<file path="config.mk">
export PLATFORM = sky130hd
export DESIGN_NAME = fullPipeline
export DESIGN_NICKNAME = d
export VERILOG_FILES = /design/src/pipelinePkg.sv /design/src/controlPkg.sv /design/src/botIntake.sv /design/src/pcoeffCounter.sv /design/src/pcoeffAccumulator.sv /design/src/resultFifo.sv /design/src/fullPipeline.sv
export SDC_FILE = /design/constraint.sdc
export NUM_CORES = 1
export LEC_CHECK = 0
export ABC_AREA = 1
export CORE_ASPECT_RATIO = 2
export CORE_UTILIZATION = 35
export DETAILED_ROUTE_END_ITERATION = 12
export DONT_BUFFER_PORTS = 1
export GPL_ROUTABILITY_DRIVEN = 0
export GPL_TIMING_DRIVEN = 0
export HOLD_SLACK_MARGIN = 0.08
export PLACE_DENSITY = 0.58
export SLEW_MARGIN = 20
export SYNTH_ARGS = -nofsm -noshare
export SYNTH_HDL_FRONTEND = slang
export SYNTH_SLANG_ARGS = --single-unit
</file>
<file path="constraint.sdc">
create_clock -name clock -period 7.94 [get_ports clock]
set_clock_uncertainty 0.2 [all_clocks]
set_input_delay 0.794 -clock clock [delete_from_list [all_inputs] [get_ports clock]]
set_output_delay 0.794 -clock clock [all_outputs]
set_load 0.02 [all_outputs]
</file>
<file path="src/pipelinePkg.sv">
package pipelinePkg;

    // word and result widths
    localparam int botWidth = 128;
    localparam int sumWidth = 38;
    localparam int countWidth = 3;
    localparam int pcoeffWidth = 8;             // holds 0..128

    // popcount lane split
    localparam int laneWidth = 32;
    localparam int numLanes = botWidth / laneWidth;
    localparam int laneCountWidth = 6;          // holds 0..32

    // result buffer sizing
    localparam int fifoDepth = 8;
    localparam int fifoAddrWidth = 3;
    localparam int fifoCountWidth = fifoAddrWidth + 1;

    // cycles from an accepted input to its FIFO write
    localparam int datapathLatency = 4;
    localparam int inFlightWidth = 3;           // holds 0..datapathLatency

    typedef logic [botWidth-1:0] botWord_t;
    typedef logic [sumWidth-1:0] sumValue_t;
    typedef logic [countWidth-1:0] pcoeffCount_t;
    typedef logic [pcoeffWidth-1:0] pcoeff_t;

endpackage

</file>
<file path="src/controlPkg.sv">
package controlPkg;

    // what the accumulator does with the item in its stage
    typedef enum logic [1:0] {
        ACC_NONE    = 2'd0,     // bubble
        ACC_RESTART = 2'd1,     // new top, clear sum and count
        ACC_ADD     = 2'd2      // bot, add coefficient and emit
    } accOp_t;

    // fill level of the result buffer
    typedef enum logic [1:0] {
        FILL_EMPTY   = 2'd0,
        FILL_PARTIAL = 2'd1,
        FILL_FULL    = 2'd2
    } fifoFill_t;

endpackage

</file>
<file path="src/botIntake.sv">
`timescale 1ns/1ns

module botIntake (
    input  logic                  clock,
    input  logic                  rst,
    input  logic                  inValid,
    input  logic                  startNewTop,
    input  pipelinePkg::botWord_t bot,
    input  logic                  inReady,
    output controlPkg::accOp_t    stage1Op,
    output pipelinePkg::botWord_t diffMask,
    output logic                  admissible
);
    import pipelinePkg::*;
    import controlPkg::*;

    botWord_t topWord;          // current top
    botWord_t topMinusBot;
    logic     accept;
    logic     botFits;

    assign accept = inValid && inReady;

    // a bot fits when none of its bits lie outside the top
    assign botFits = ((bot & ~topWord) == '0);
    assign topMinusBot = topWord & ~bot;

    always_ff @(posedge clock) begin
        if (!rst) begin
            stage1Op <= ACC_NONE;
            topWord <= '0;
        end else begin
            if (!accept) begin
                stage1Op <= ACC_NONE;
            end else if (startNewTop) begin
                stage1Op <= ACC_RESTART;
                topWord <= bot;             // word carries the new top
            end else begin
                stage1Op <= ACC_ADD;
            end
        end
    end

    // mask is forced to zero for an inadmissible bot so its coefficient is zero
    always_ff @(posedge clock) begin
        if (accept && !startNewTop) begin
            admissible <= botFits;
            diffMask <= botFits ? topMinusBot : '0;
        end else begin
            admissible <= 1'b0;
            diffMask <= '0;
        end
    end

endmodule

</file>
<file path="src/pcoeffCounter.sv">
`timescale 1ns/1ns

module pcoeffCounter (
    input  logic                  clock,
    input  logic                  rst,
    input  controlPkg::accOp_t    stage1Op,
    input  pipelinePkg::botWord_t diffMask,
    input  logic                  admissible,
    output controlPkg::accOp_t    stage3Op,
    output pipelinePkg::pcoeff_t  pcoeff,
    output logic                  admissibleOut
);
    import pipelinePkg::*;
    import controlPkg::*;

    accOp_t                    stage2Op;
    logic                      stage2Admissible;
    logic [laneCountWidth-1:0] laneCnt [numLanes];
    pcoeff_t                   laneTotal;

    function automatic logic [laneCountWidth-1:0] laneOnes(input logic [laneWidth-1:0] lane);
        logic [laneCountWidth-1:0] ones;
        ones = '0;
        for (int i = 0; i < laneWidth; i++) begin
            ones = ones + laneCountWidth'(lane[i]);
        end
        return ones;
    endfunction

    // stage 3 adder over the registered lane counts
    always_comb begin
        laneTotal = '0;
        for (int l = 0; l < numLanes; l++) begin
            laneTotal = laneTotal + pcoeff_t'(laneCnt[l]);
        end
    end

    always_ff @(posedge clock) begin
        if (!rst) begin
            stage2Op <= ACC_NONE;
            stage3Op <= ACC_NONE;
        end else begin
            stage2Op <= stage1Op;
            stage3Op <= stage2Op;
        end
    end

    always_ff @(posedge clock) begin
        for (int l = 0; l < numLanes; l++) begin
            laneCnt[l] <= laneOnes(diffMask[l*laneWidth +: laneWidth]);   // stage 2
        end
        stage2Admissible <= admissible;
        pcoeff <= laneTotal;                                            // stage 3
        admissibleOut <= stage2Admissible;
    end

endmodule

</file>
<file path="src/pcoeffAccumulator.sv">
`timescale 1ns/1ns

module pcoeffAccumulator (
    input  logic                      clock,
    input  logic                      rst,
    input  controlPkg::accOp_t        stage3Op,
    input  pipelinePkg::pcoeff_t      pcoeff,
    input  logic                      admissibleOut,
    output logic                      resultWrite,
    output pipelinePkg::sumValue_t    resultSum,
    output pipelinePkg::pcoeffCount_t resultCount
);
    import pipelinePkg::*;
    import controlPkg::*;

    sumValue_t    sumReg;       // running sum since the last top
    pcoeffCount_t countReg;     // admissible bots since the last top, mod 8

    // the registers already hold the updated pair when resultWrite is high
    assign resultSum = sumReg;
    assign resultCount = countReg;

    always_ff @(posedge clock) begin
        if (!rst) begin
            sumReg <= '0;
            countReg <= '0;
            resultWrite <= 1'b0;
        end else begin
            case (stage3Op)
                ACC_RESTART: begin
                    sumReg <= '0;
                    countReg <= '0;
                    resultWrite <= 1'b0;     // a top emits nothing
                end
                ACC_ADD: begin
                    sumReg <= sumReg + sumValue_t'(pcoeff);
                    countReg <= countReg + pcoeffCount_t'(admissibleOut);   // wraps
                    resultWrite <= 1'b1;
                end
                default: begin
                    resultWrite <= 1'b0;
                end
            endcase
        end
    end

endmodule

</file>
<file path="src/resultFifo.sv">
`timescale 1ns/1ns

module resultFifo (
    input  logic                      clock,
    input  logic                      rst,
    input  logic                      acceptIn,
    input  logic                      resultWrite,
    input  pipelinePkg::sumValue_t    resultSum,
    input  pipelinePkg::pcoeffCount_t resultCount,
    output logic                      inReady,
    output logic                      outValid,
    output pipelinePkg::sumValue_t    summedData,
    output pipelinePkg::pcoeffCount_t pcoeffCount,
    input  logic                      outReady
);
    import pipelinePkg::*;
    import controlPkg::*;

    sumValue_t                 sumMem [fifoDepth];
    pcoeffCount_t              countMem [fifoDepth];
    logic [fifoAddrWidth-1:0]  wrPtr;
    logic [fifoAddrWidth-1:0]  rdPtr;
    logic [fifoCountWidth-1:0] fillCount;
    logic [inFlightWidth-1:0]  inFlight;       // accepted items not yet at the write point
    logic [datapathLatency-1:0] acceptPipe;    // tracks each accepted item down the datapath
    fifoFill_t                 fillState;
    logic                      doWrite;
    logic                      doRead;

    always_comb begin
        if (fillCount == '0) begin
            fillState = FILL_EMPTY;
        end else if (fillCount == fifoCountWidth'(fifoDepth)) begin
            fillState = FILL_FULL;
        end else begin
            fillState = FILL_PARTIAL;
        end
    end

    assign outValid = (fillState != FILL_EMPTY);
    assign doRead = outValid && outReady;
    assign doWrite = resultWrite && (fillState != FILL_FULL);

    // one more item may enter only if every item in flight still has a slot
    assign inReady = (int'(fillCount) + int'(inFlight) + 1) <= fifoDepth;

    assign summedData = sumMem[rdPtr];     // head entry
    assign pcoeffCount = countMem[rdPtr];

    always_ff @(posedge clock) begin
        if (!rst) begin
            wrPtr <= '0;
            rdPtr <= '0;
            fillCount <= '0;
            inFlight <= '0;
            acceptPipe <= '0;
        end else begin
            acceptPipe <= {acceptPipe[datapathLatency-2:0], acceptIn};
            // last pipe bit marks the cycle the item is written, or dropped if it was a top
            inFlight <= inFlight + inFlightWidth'(acceptIn)
                        - inFlightWidth'(acceptPipe[datapathLatency-1]);
            if (doWrite) begin
                wrPtr <= wrPtr + 1'b1;
            end
            if (doRead) begin
                rdPtr <= rdPtr + 1'b1;
            end
            case ({doWrite, doRead})
                2'b10:   fillCount <= fillCount + 1'b1;
                2'b01:   fillCount <= fillCount - 1'b1;
                default: fillCount <= fillCount;
            endcase
        end
    end

    always_ff @(posedge clock) begin
        if (doWrite) begin
            sumMem[wrPtr] <= resultSum;
            countMem[wrPtr] <= resultCount;
        end
    end

endmodule

</file>
<file path="src/fullPipeline.sv">
`timescale 1ns/1ns

module fullPipeline (
    input  logic                      clock,
    input  logic                      rst,
    input  logic                      inValid,
    input  logic                      startNewTop,
    input  pipelinePkg::botWord_t     bot,
    output logic                      inReady,
    output logic                      outValid,
    output pipelinePkg::sumValue_t    summedData,
    output pipelinePkg::pcoeffCount_t pcoeffCount,
    input  logic                      outReady
);
    import pipelinePkg::*;
    import controlPkg::*;

    logic         acceptIn;
    accOp_t       stage1Op;
    botWord_t     diffMask;
    logic         admissible;
    accOp_t       stage3Op;
    pcoeff_t      pcoeff;
    logic         admissibleOut;
    logic         resultWrite;
    sumValue_t    resultSum;
    pcoeffCount_t resultCount;

    assign acceptIn = inValid && inReady;

    botIntake u_botIntake (
        .clock       (clock),
        .rst         (rst),
        .inValid     (inValid),
        .startNewTop (startNewTop),
        .bot         (bot),
        .inReady     (inReady),
        .stage1Op    (stage1Op),
        .diffMask    (diffMask),
        .admissible  (admissible)
    );

    pcoeffCounter u_pcoeffCounter (
        .clock         (clock),
        .rst           (rst),
        .stage1Op      (stage1Op),
        .diffMask      (diffMask),
        .admissible    (admissible),
        .stage3Op      (stage3Op),
        .pcoeff        (pcoeff),
        .admissibleOut (admissibleOut)
    );

    pcoeffAccumulator u_pcoeffAccumulator (
        .clock         (clock),
        .rst           (rst),
        .stage3Op      (stage3Op),
        .pcoeff        (pcoeff),
        .admissibleOut (admissibleOut),
        .resultWrite   (resultWrite),
        .resultSum     (resultSum),
        .resultCount   (resultCount)
    );

    resultFifo u_resultFifo (
        .clock       (clock),
        .rst         (rst),
        .acceptIn    (acceptIn),
        .resultWrite (resultWrite),
        .resultSum   (resultSum),
        .resultCount (resultCount),
        .inReady     (inReady),
        .outValid    (outValid),
        .summedData  (summedData),
        .pcoeffCount (pcoeffCount),
        .outReady    (outReady)
    );

endmodule

</file>
# Word-level counts from Yosys, hierarchy flattened
# Memories as Yosys holds them, arrays and structs flattened. A register that Yosys moved wholly into a read port is not among the register bits.
# Index checks and enable logic that the tools add are counted.
# Widths: inputs -> output; s select.
# word_totals
register_bits	332
ramBits	352
inputBits	133
elab_cells	194
n_memories	3
# memory_table
name	depth	word_bits	rd	rd_ports_with_merged_regs	write_ports	line	rtl
u_resultFifo.sumMem	8	38	1	1	1	resultFifo.sv:19	sumValue_t sumMem [fifoDepth];
u_pcoeffCounter.laneCnt	4	6	4	0	4	pcoeffCounter.sv:18	logic [laneCountWidth-1:0] laneCnt [numLanes];
u_resultFifo.countMem	8	3	1	1	1	resultFifo.sv:20	pcoeffCount_t countMem [fifoDepth];
# classes
n_addsub	137
order_cmp	1
eq_ne	6
muxes	13
bitwise	4
n_reduce_logical	13
# op_table
op	count
$add 6x1->6	120
$and 128x128->128	2
$not 128->128	2
$logic_not 128->1	1
$pmux 38 s2	1
$add 38x8->38	1
$add 32x2->32 const B	1
$le 32x5->1 const B	1
$add 8x6->8	2
$mux 3	4
$add 1x1->2	4
$pmux 4 s2	1
$add 6x6->7	1
$add 3x1->3	2
$add 3x1->3 const B	2
$mux 2	3
$pmux 3 s2	1
$reduce_and 2->1	3
$reduce_bool 2->1	3
$add 4x3->5	1
$add 4x1->4 const B	1
$eq 2x1->1 const B	2
$eq 2x2->1 const B	2
$eq 4x4->1 const B	1
other kinds (7)	12

# Depth between registers and ports, before layout
# depth
ltp_word	31
mapped_depth	18
ltp_nobuf	18

# Cells and area by module
# A second synthesis with hierarchy kept.
# unflattened
cells_unflattened	3126
area_unflattened_um2	30440.4
# modules_own_cells
module	instances	cells_per_inst	area_each_um2	seq_area_each_um2
resultFifo	1	1058	13756.9	10249.8
botIntake	1	1208	9451.6	5185.0
pcoeffCounter	1	435	4448.0	760.7
pcoeffAccumulator	1	423	2776.4	840.8
fullPipeline	1	2	7.5	0.0

# Worst setup path before layout
# OpenSTA, ideal clock, no wires.
# synth_path
path_kind	register -> register
from	register u_botIntake.diffMask[64]
to	memory u_pcoeffCounter.laneCnt[2][4]
setup_ns	0.072
arrival_ns	4.576
path_slack_ns	3.093
stages_incl_launch_ff	13
path_buffers	0
path_cell_list	dfxtp_1 ha_1 inv_1 fa_1 fa_1 fa_1 fa_1 fa_1 fa_1 fa_1 fa_1 o21ai_0 xor2_1
# synth_lines
element	line	rtl
start, declared	botIntake.sv:11	output pipelinePkg::botWord_t diffMask,
start signal, assigned	botIntake.sv:48	diffMask <= botFits ? topMinusBot : '0;
end, declared	pcoeffCounter.sv:18	

==> report_table.html <==
<table>
<tr><th>Metric</th><th>Value</th></tr>
<tr><th colspan="2">Place</th></tr>
<tr><td>Pre-CTS worst setup slack</td><td>2600 ps</td></tr>
<tr><td>Post-placement cell area</td><td>33100 µm²</td></tr>
<tr><td># port buffers</td><td>0</td></tr>
<tr><td>Post-detail-place hpwl</td><td>71200 µm</td></tr>
<tr><td>Placed Instances</td><td>4380</td></tr>
<tr><th colspan="2">Timing</th></tr>
<tr><td>Number of hold violations in the final report</td><td>0</td></tr>
<tr><td>Fin Setup TNS</td><td>0 ps</td></tr>
<tr><td>Slew at the pin closest to its max-slew limit</td><td>1080 ps</td></tr>
<tr><td>Max-slew violation count</td><td>0</td></tr>
<tr><td>Count of endpoints failing setup in the final report</td><td>0</td></tr>
<tr><td>Setup repair after global routing missed its margin</td><td>false</td></tr>
<tr><td>Final critical-path required period</td><td>5250 ps</td></tr>
<tr><td>Final setup slack of the worst path</td><td>2690 ps</td></tr>
<tr><td>Fmax</td><td>191 MHz</td></tr>
<tr><td>Worst max-slew margin expressed relative to the limit</td><td>0.273</td></tr>
<tr><td>Final cycle utilization of the critical path</td><td>0.661</td></tr>
<tr><th colspan="2">Setup path</th></tr>
<tr><td>Type of element capturing the critical path</td><td>register</td></tr>
<tr><td>Beginning of the critical path</td><td>u_botIntake.diffMask[64]</td></tr>
<tr><td>R2r startpoint</td><td>u_botIntake.diffMask[64]</td></tr>
<tr><td>Type of the worst setup path</td><td>reg -&gt; reg</td></tr>
<tr><td>Maximum fanout encountered on the critical timing path</td><td>2</td></tr>
<tr><td>Kind of start point of the critical path</td><td>register</td></tr>
<tr><td>FF-to-FF path depth</td><td>16</td></tr>
<tr><td>CP arrival</td><td>5540 ps</td></tr>
<tr><td>Required time at the endpoint of the critical path</td><td>8240 ps</td></tr>
<tr><th colspan="2">CTS</th></tr>
<tr><td>Clock edge transition at the registers on the reported setup and hold paths</td><td>70 ps</td></tr>
<tr><td>Setup Fix Bufs, Post-CTS</td><td>0</td></tr>
<tr><td>Clock tree from TritonCTS</td><td>built</td></tr>
<tr><td>Cts bufs inserted</td><td>61</td></tr>
<tr><td>Deepest clock path buffer count</td><td>3</td></tr>
<tr><td>Clock latency on the worst-skew pair</td><td>660 ps</td></tr>
<tr><td>Sink Count</td><td>687</td></tr>
<tr><td>Number of levels in the clock H-tree</td><td>2</td></tr>
<tr><td>CTS Root Buffer Type</td><td>sky130_fd_sc_hd__clkbuf_16</td></tr>
<tr><th colspan="2">Global routing</th></tr>
<tr><td>Grt total ovfl</td><td>0</td></tr>
<tr><td>Global-route wire length before repair</td><td>136000 µm</td></tr>
<tr><td>Antenna violations before repair</td><td>2</td></tr>
<tr><td>Vias in the first global route</td><td>22.8k</td></tr>
<tr><td>Overall global routing resource usage</td><td>0.207</td></tr>
<tr><td>Maximum number of pins on one net before global-route repair</td><td>22</td></tr>
<tr><th colspan="2">Min path</th></tr>
<tr><td>Hold depth</td><td>2</td></tr>
<tr><td>Hold WC Path Type</td><td>in -&gt; reg</td></tr>
<tr><td>Startpoint of the most critical hold path</td><td>bot[20]</td></tr>
<tr><th colspan="2">Floorplan</th></tr>
<tr><td>Die ar.</td><td>90300 µm²</td></tr>
<tr><td>Count of pins on the block boundary</td><td>176</td></tr>
<tr><td>Core box area</td><td>88100 µm²</td></tr>
<tr><td>Initial standard-cell utilization of the core</td><td>0.354</td></tr>
<tr><td>Die height</td><td>424 µm</td></tr>
<tr><td>Width of the chip</td><td>213 µm</td></tr>
<tr><td>Row cnt</td><td>154</td></tr>
<tr><th colspan="2">Yosys</th></tr>
<tr><td>Top cells by area in the synthesized netlist</td><td>sky130_fd_sc_hd__edfxtp_1, sky130_fd_sc_hd__dfxtp_1, sky130_fd_sc_hd__fa_1, sky130_fd_sc_hd__nor2_1, sky130_fd_sc_hd__inv_1</td></tr>
<tr><td>Share of Yosys cell area claimed by the top area cell type</td><td>0.316</td></tr>
<tr><td>Total standard cell area after synthesis</td><td>31200 µm²</td></tr>
<tr><td>Library cell occupying the most area in the post-synthesis netlist</td><td>sky130_fd_sc_hd__edfxtp_1</td></tr>
<tr><td>Seq/Total Area, Yosys</td><td>0.546</td></tr>
<tr><td>Library cell with the highest instance count after synthesis</td><td>sky130_fd_sc_hd__nor2_1</td></tr>
<tr><td>Number of synthesized register bits</td><td>687</td></tr>
<tr><td>Number of unique standard cell types used by synthesis</td><td>38</td></tr>
<tr><td>Gate count after technology mapping</td><td>3194</td></tr>
<tr><td>Number of flops mapped to enable cells by yosys</td><td>328</td></tr>
<tr><td>Dominant synthesized flop cell</td><td>sky130_fd_sc_hd__dfxtp_1</td></tr>
<tr><td>Top cell types by occurrence after synthesis</td><td>sky130_fd_sc_hd__nor2_1, sky130_fd_sc_hd__inv_1, sky130_fd_sc_hd__dfxtp_1</td></tr>
<tr><td>Total nets after synthesis</td><td>3500</td></tr>
<tr><td>Synthesized area per cell</td><td>9.76 µm²</td></tr>
<tr><td>Yosys warning count</td><td>0</td></tr>
<tr><td>Proportion of register bits with asynchronous set or reset after synthesis</td><td>0</td></tr>
<tr><th colspan="2">Drt</th></tr>
<tr><td>Total via count after detailed routing</td><td>22.2k</td></tr>
<tr><td>Mean routed wirelength per cell</td><td>20.2 µm</td></tr>
<tr><td>DR iter-0 viols</td><td>1109</td></tr>
<tr><td>Total iterations of the first detailed-routing run</td><td>5</td></tr>
<tr><td>Antenna violation net count after detailed routing</td><td>0</td></tr>
<tr><td>Remaining DRCs</td><td>0</td></tr>
<tr><td>Detailed Route WL</td><td>92800 µm</td></tr>
<tr><td>Mean number of vias per cell</td><td>4.81</td></tr>
<tr><th colspan="2">Pwr</th></tr>
<tr><td>Largest voltage drop on the vdd net</td><td>0.212 mV</td></tr>
<tr><td>Power per standard cell area</td><td>246 nW/µm²</td></tr>
<tr><td>Static Leakage</td><td>0.0135 µW</td></tr>
<tr><th colspan="2">Final layout</th></tr>
<tr><td>Syn-to-layout area delta</td><td>16.4%</td></tr>
<tr><td>Final non-filler cell area</td><td>36300 µm²</td></tr>
<tr><td># nets final</td><td>3688</td></tr>
<tr><td>Fraction of layout instances using a drive strength above 1</td><td>0.117</td></tr>
<tr><td>N_diodes</td><td>0</td></tr>
<tr><td>Fin cells</td><td>4604</td></tr>
<tr><th colspan="2">Outcome</th></tr>
<tr><td>Result of the run</td><td>finished clean</td></tr>
<tr><th colspan="2">Job</th></tr>
<tr><td>Max-cap violations</td><td>0</td></tr>
</table>
==> what timing repair did <==
item                       in CTS  in global routing
setup endpoints to repair       0                  0
hold buffers                  109                  0
hold endpoints to repair      135                  0
gates resized for setup         0                  0
==> worst paths after layout <==
kind / end / slack (ps)
setup / recovery: u_pcoeffCounter.laneCnt[2][5] / 2690
hold / removal: u_botIntake.topWord[20] / 120
setup reg to reg: u_pcoeffCounter.laneCnt[2][5] / 2690
hold reg to reg: u_pcoeffCounter.stage2Admissible / 160
==> worst max-delay path, cell delays in order (launching register included) <==
cell,delay [ps]
sky130_fd_sc_hd__dfxtp_1,310
sky130_fd_sc_hd__ha_1,280
sky130_fd_sc_hd__inv_1,70
sky130_fd_sc_hd__fa_1,450
sky130_fd_sc_hd__fa_1,400
sky130_fd_sc_hd__inv_1,90
sky130_fd_sc_hd__fa_1,450
sky130_fd_sc_hd__fa_1,520
sky130_fd_sc_hd__fa_1,550
sky130_fd_sc_hd__inv_1,60
sky130_fd_sc_hd__fa_1,580
sky130_fd_sc_hd__inv_1,50
sky130_fd_sc_hd__ha_1,280
sky130_fd_sc_hd__nand2_1,50
sky130_fd_sc_hd__o21ai_0,250
sky130_fd_sc_hd__a21oi_1,100
sky130_fd_sc_hd__nor2_1,380
==> power by group <==
group	switching [µW]	internal (µW)	total (µW)	leakage, µW
Sequential	66.5	3800	3860	0.00575
Combinational	1410	507	1920	0.00672
Clock	1390	1750	3140	0.00101
==> layer usage <==
metal,vias up,share of wire,global-route usage
met3,276,0.045,0.0329
li1,10800,-,-
met4,2,0.094,0.174
met1,10400,0.31,0.175
met2,678,0.55,0.405
met5,-,0.000097,0
==> layout make-up <==
cell class                 count  area (µm²)
multi-input combinational   1924       11800
timing repair buffer         125        1490
fill                        8663       51800
clock buffer                  87        1680
clock inverter                28         408
buffer                       139         759
sequential                   687       17000
tap                         1170        1460
inverter                     444        1670
==> cell usage in the layout, fill, tap and decap left out, types with 2 or more instances in the layout <==
cell type	n
sky130_fd_sc_hd__clkbuf_16	61
sky130_fd_sc_hd__edfxtp_1	328
sky130_fd_sc_hd__nand4_1	18
sky130_fd_sc_hd__buf_12	5
sky130_fd_sc_hd__buf_16	11
sky130_fd_sc_hd__inv_1	434
sky130_fd_sc_hd__xnor2_1	6
sky130_fd_sc_hd__buf_1	8
sky130_fd_sc_hd__clkinv_2	11
sky130_fd_sc_hd__inv_2	10
sky130_fd_sc_hd__nand2_1	347
sky130_fd_sc_hd__xor2_1	22
sky130_fd_sc_hd__clkbuf_8	6
sky130_fd_sc_hd__fa_1	108
sky130_fd_sc_hd__nor2_4	8
sky130_fd_sc_hd__clkbuf_1	87
sky130_fd_sc_hd__or2_2	97
sky130_fd_sc_hd__o21ai_0	277
sky130_fd_sc_hd__dlygate4sd3_1	109
sky130_fd_sc_hd__o21bai_1	9
sky130_fd_sc_hd__buf_4	13
sky130_fd_sc_hd__a21boi_0	4
sky130_fd_sc_hd__clkinvlp_4	3
sky130_fd_sc_hd__nor2_1	482
sky130_fd_sc_hd__nand3_1	41
sky130_fd_sc_hd__a32o_1	5
sky130_fd_sc_hd__a21oi_1	127
sky130_fd_sc_hd__and3_1	2
sky130_fd_sc_hd__bufinv_16	8
sky130_fd_sc_hd__a31oi_1	42
sky130_fd_sc_hd__o22ai_1	43
sky130_fd_sc_hd__a21o_1	2
sky130_fd_sc_hd__o21ai_1	70
sky130_fd_sc_hd__ha_1	65
sky130_fd_sc_hd__dfxtp_1	359
sky130_fd_sc_hd__buf_2	31
sky130_fd_sc_hd__nor3_1	31
sky130_fd_sc_hd__buf_6	20
sky130_fd_sc_hd__nor3_2	110
==> registers in the layout (all words and copies together) (netlist names), 2 cells and up, named ones only <==
signal and flops:
u_resultFifo.fillCount 4, u_resultFifo.sumMem 304, u_botIntake.stage1Op 2, u_pcoeffCounter.pcoeff 8, u_resultFifo.countMem 24, u_resultFifo.inFlight 3, u_resultFifo.wrPtr 3, u_botIntake.topWord 128
u_botIntake.diffMask 128, u_resultFifo.acceptPipe 4, u_pcoeffCounter.stage2Op 2, u_pcoeffAccumulator.resultSum 38, u_pcoeffAccumulator.resultCount 3, u_pcoeffCounter.laneCnt 24, u_pcoeffCounter.stage3Op 2, u_resultFifo.rdPtr 3
==> cell families after synthesis <==
family	after synthesis	share of synthesized area
XOR/XNOR	28	0.00787
buffers and inverters	583	0.0778
AND/OR/NAND/NOR	1143	0.174
adder cells (fa/ha/maj)	173	0.0954
AO/OA/AOI/OAI	580	0.0986
flip-flops	687	0.546
==> metrics by stage <==
step                       util  total power [µW]  hold WS, ps
final                     0.412              8920          122
after CTS                 0.412              8990         80.1
after global routing      0.412              9300          101
after floorplan               -              5180          110
after detailed placement  0.376              5820          135
after global placement    0.371              5790          130
Power figures use the tool's default switching activity.
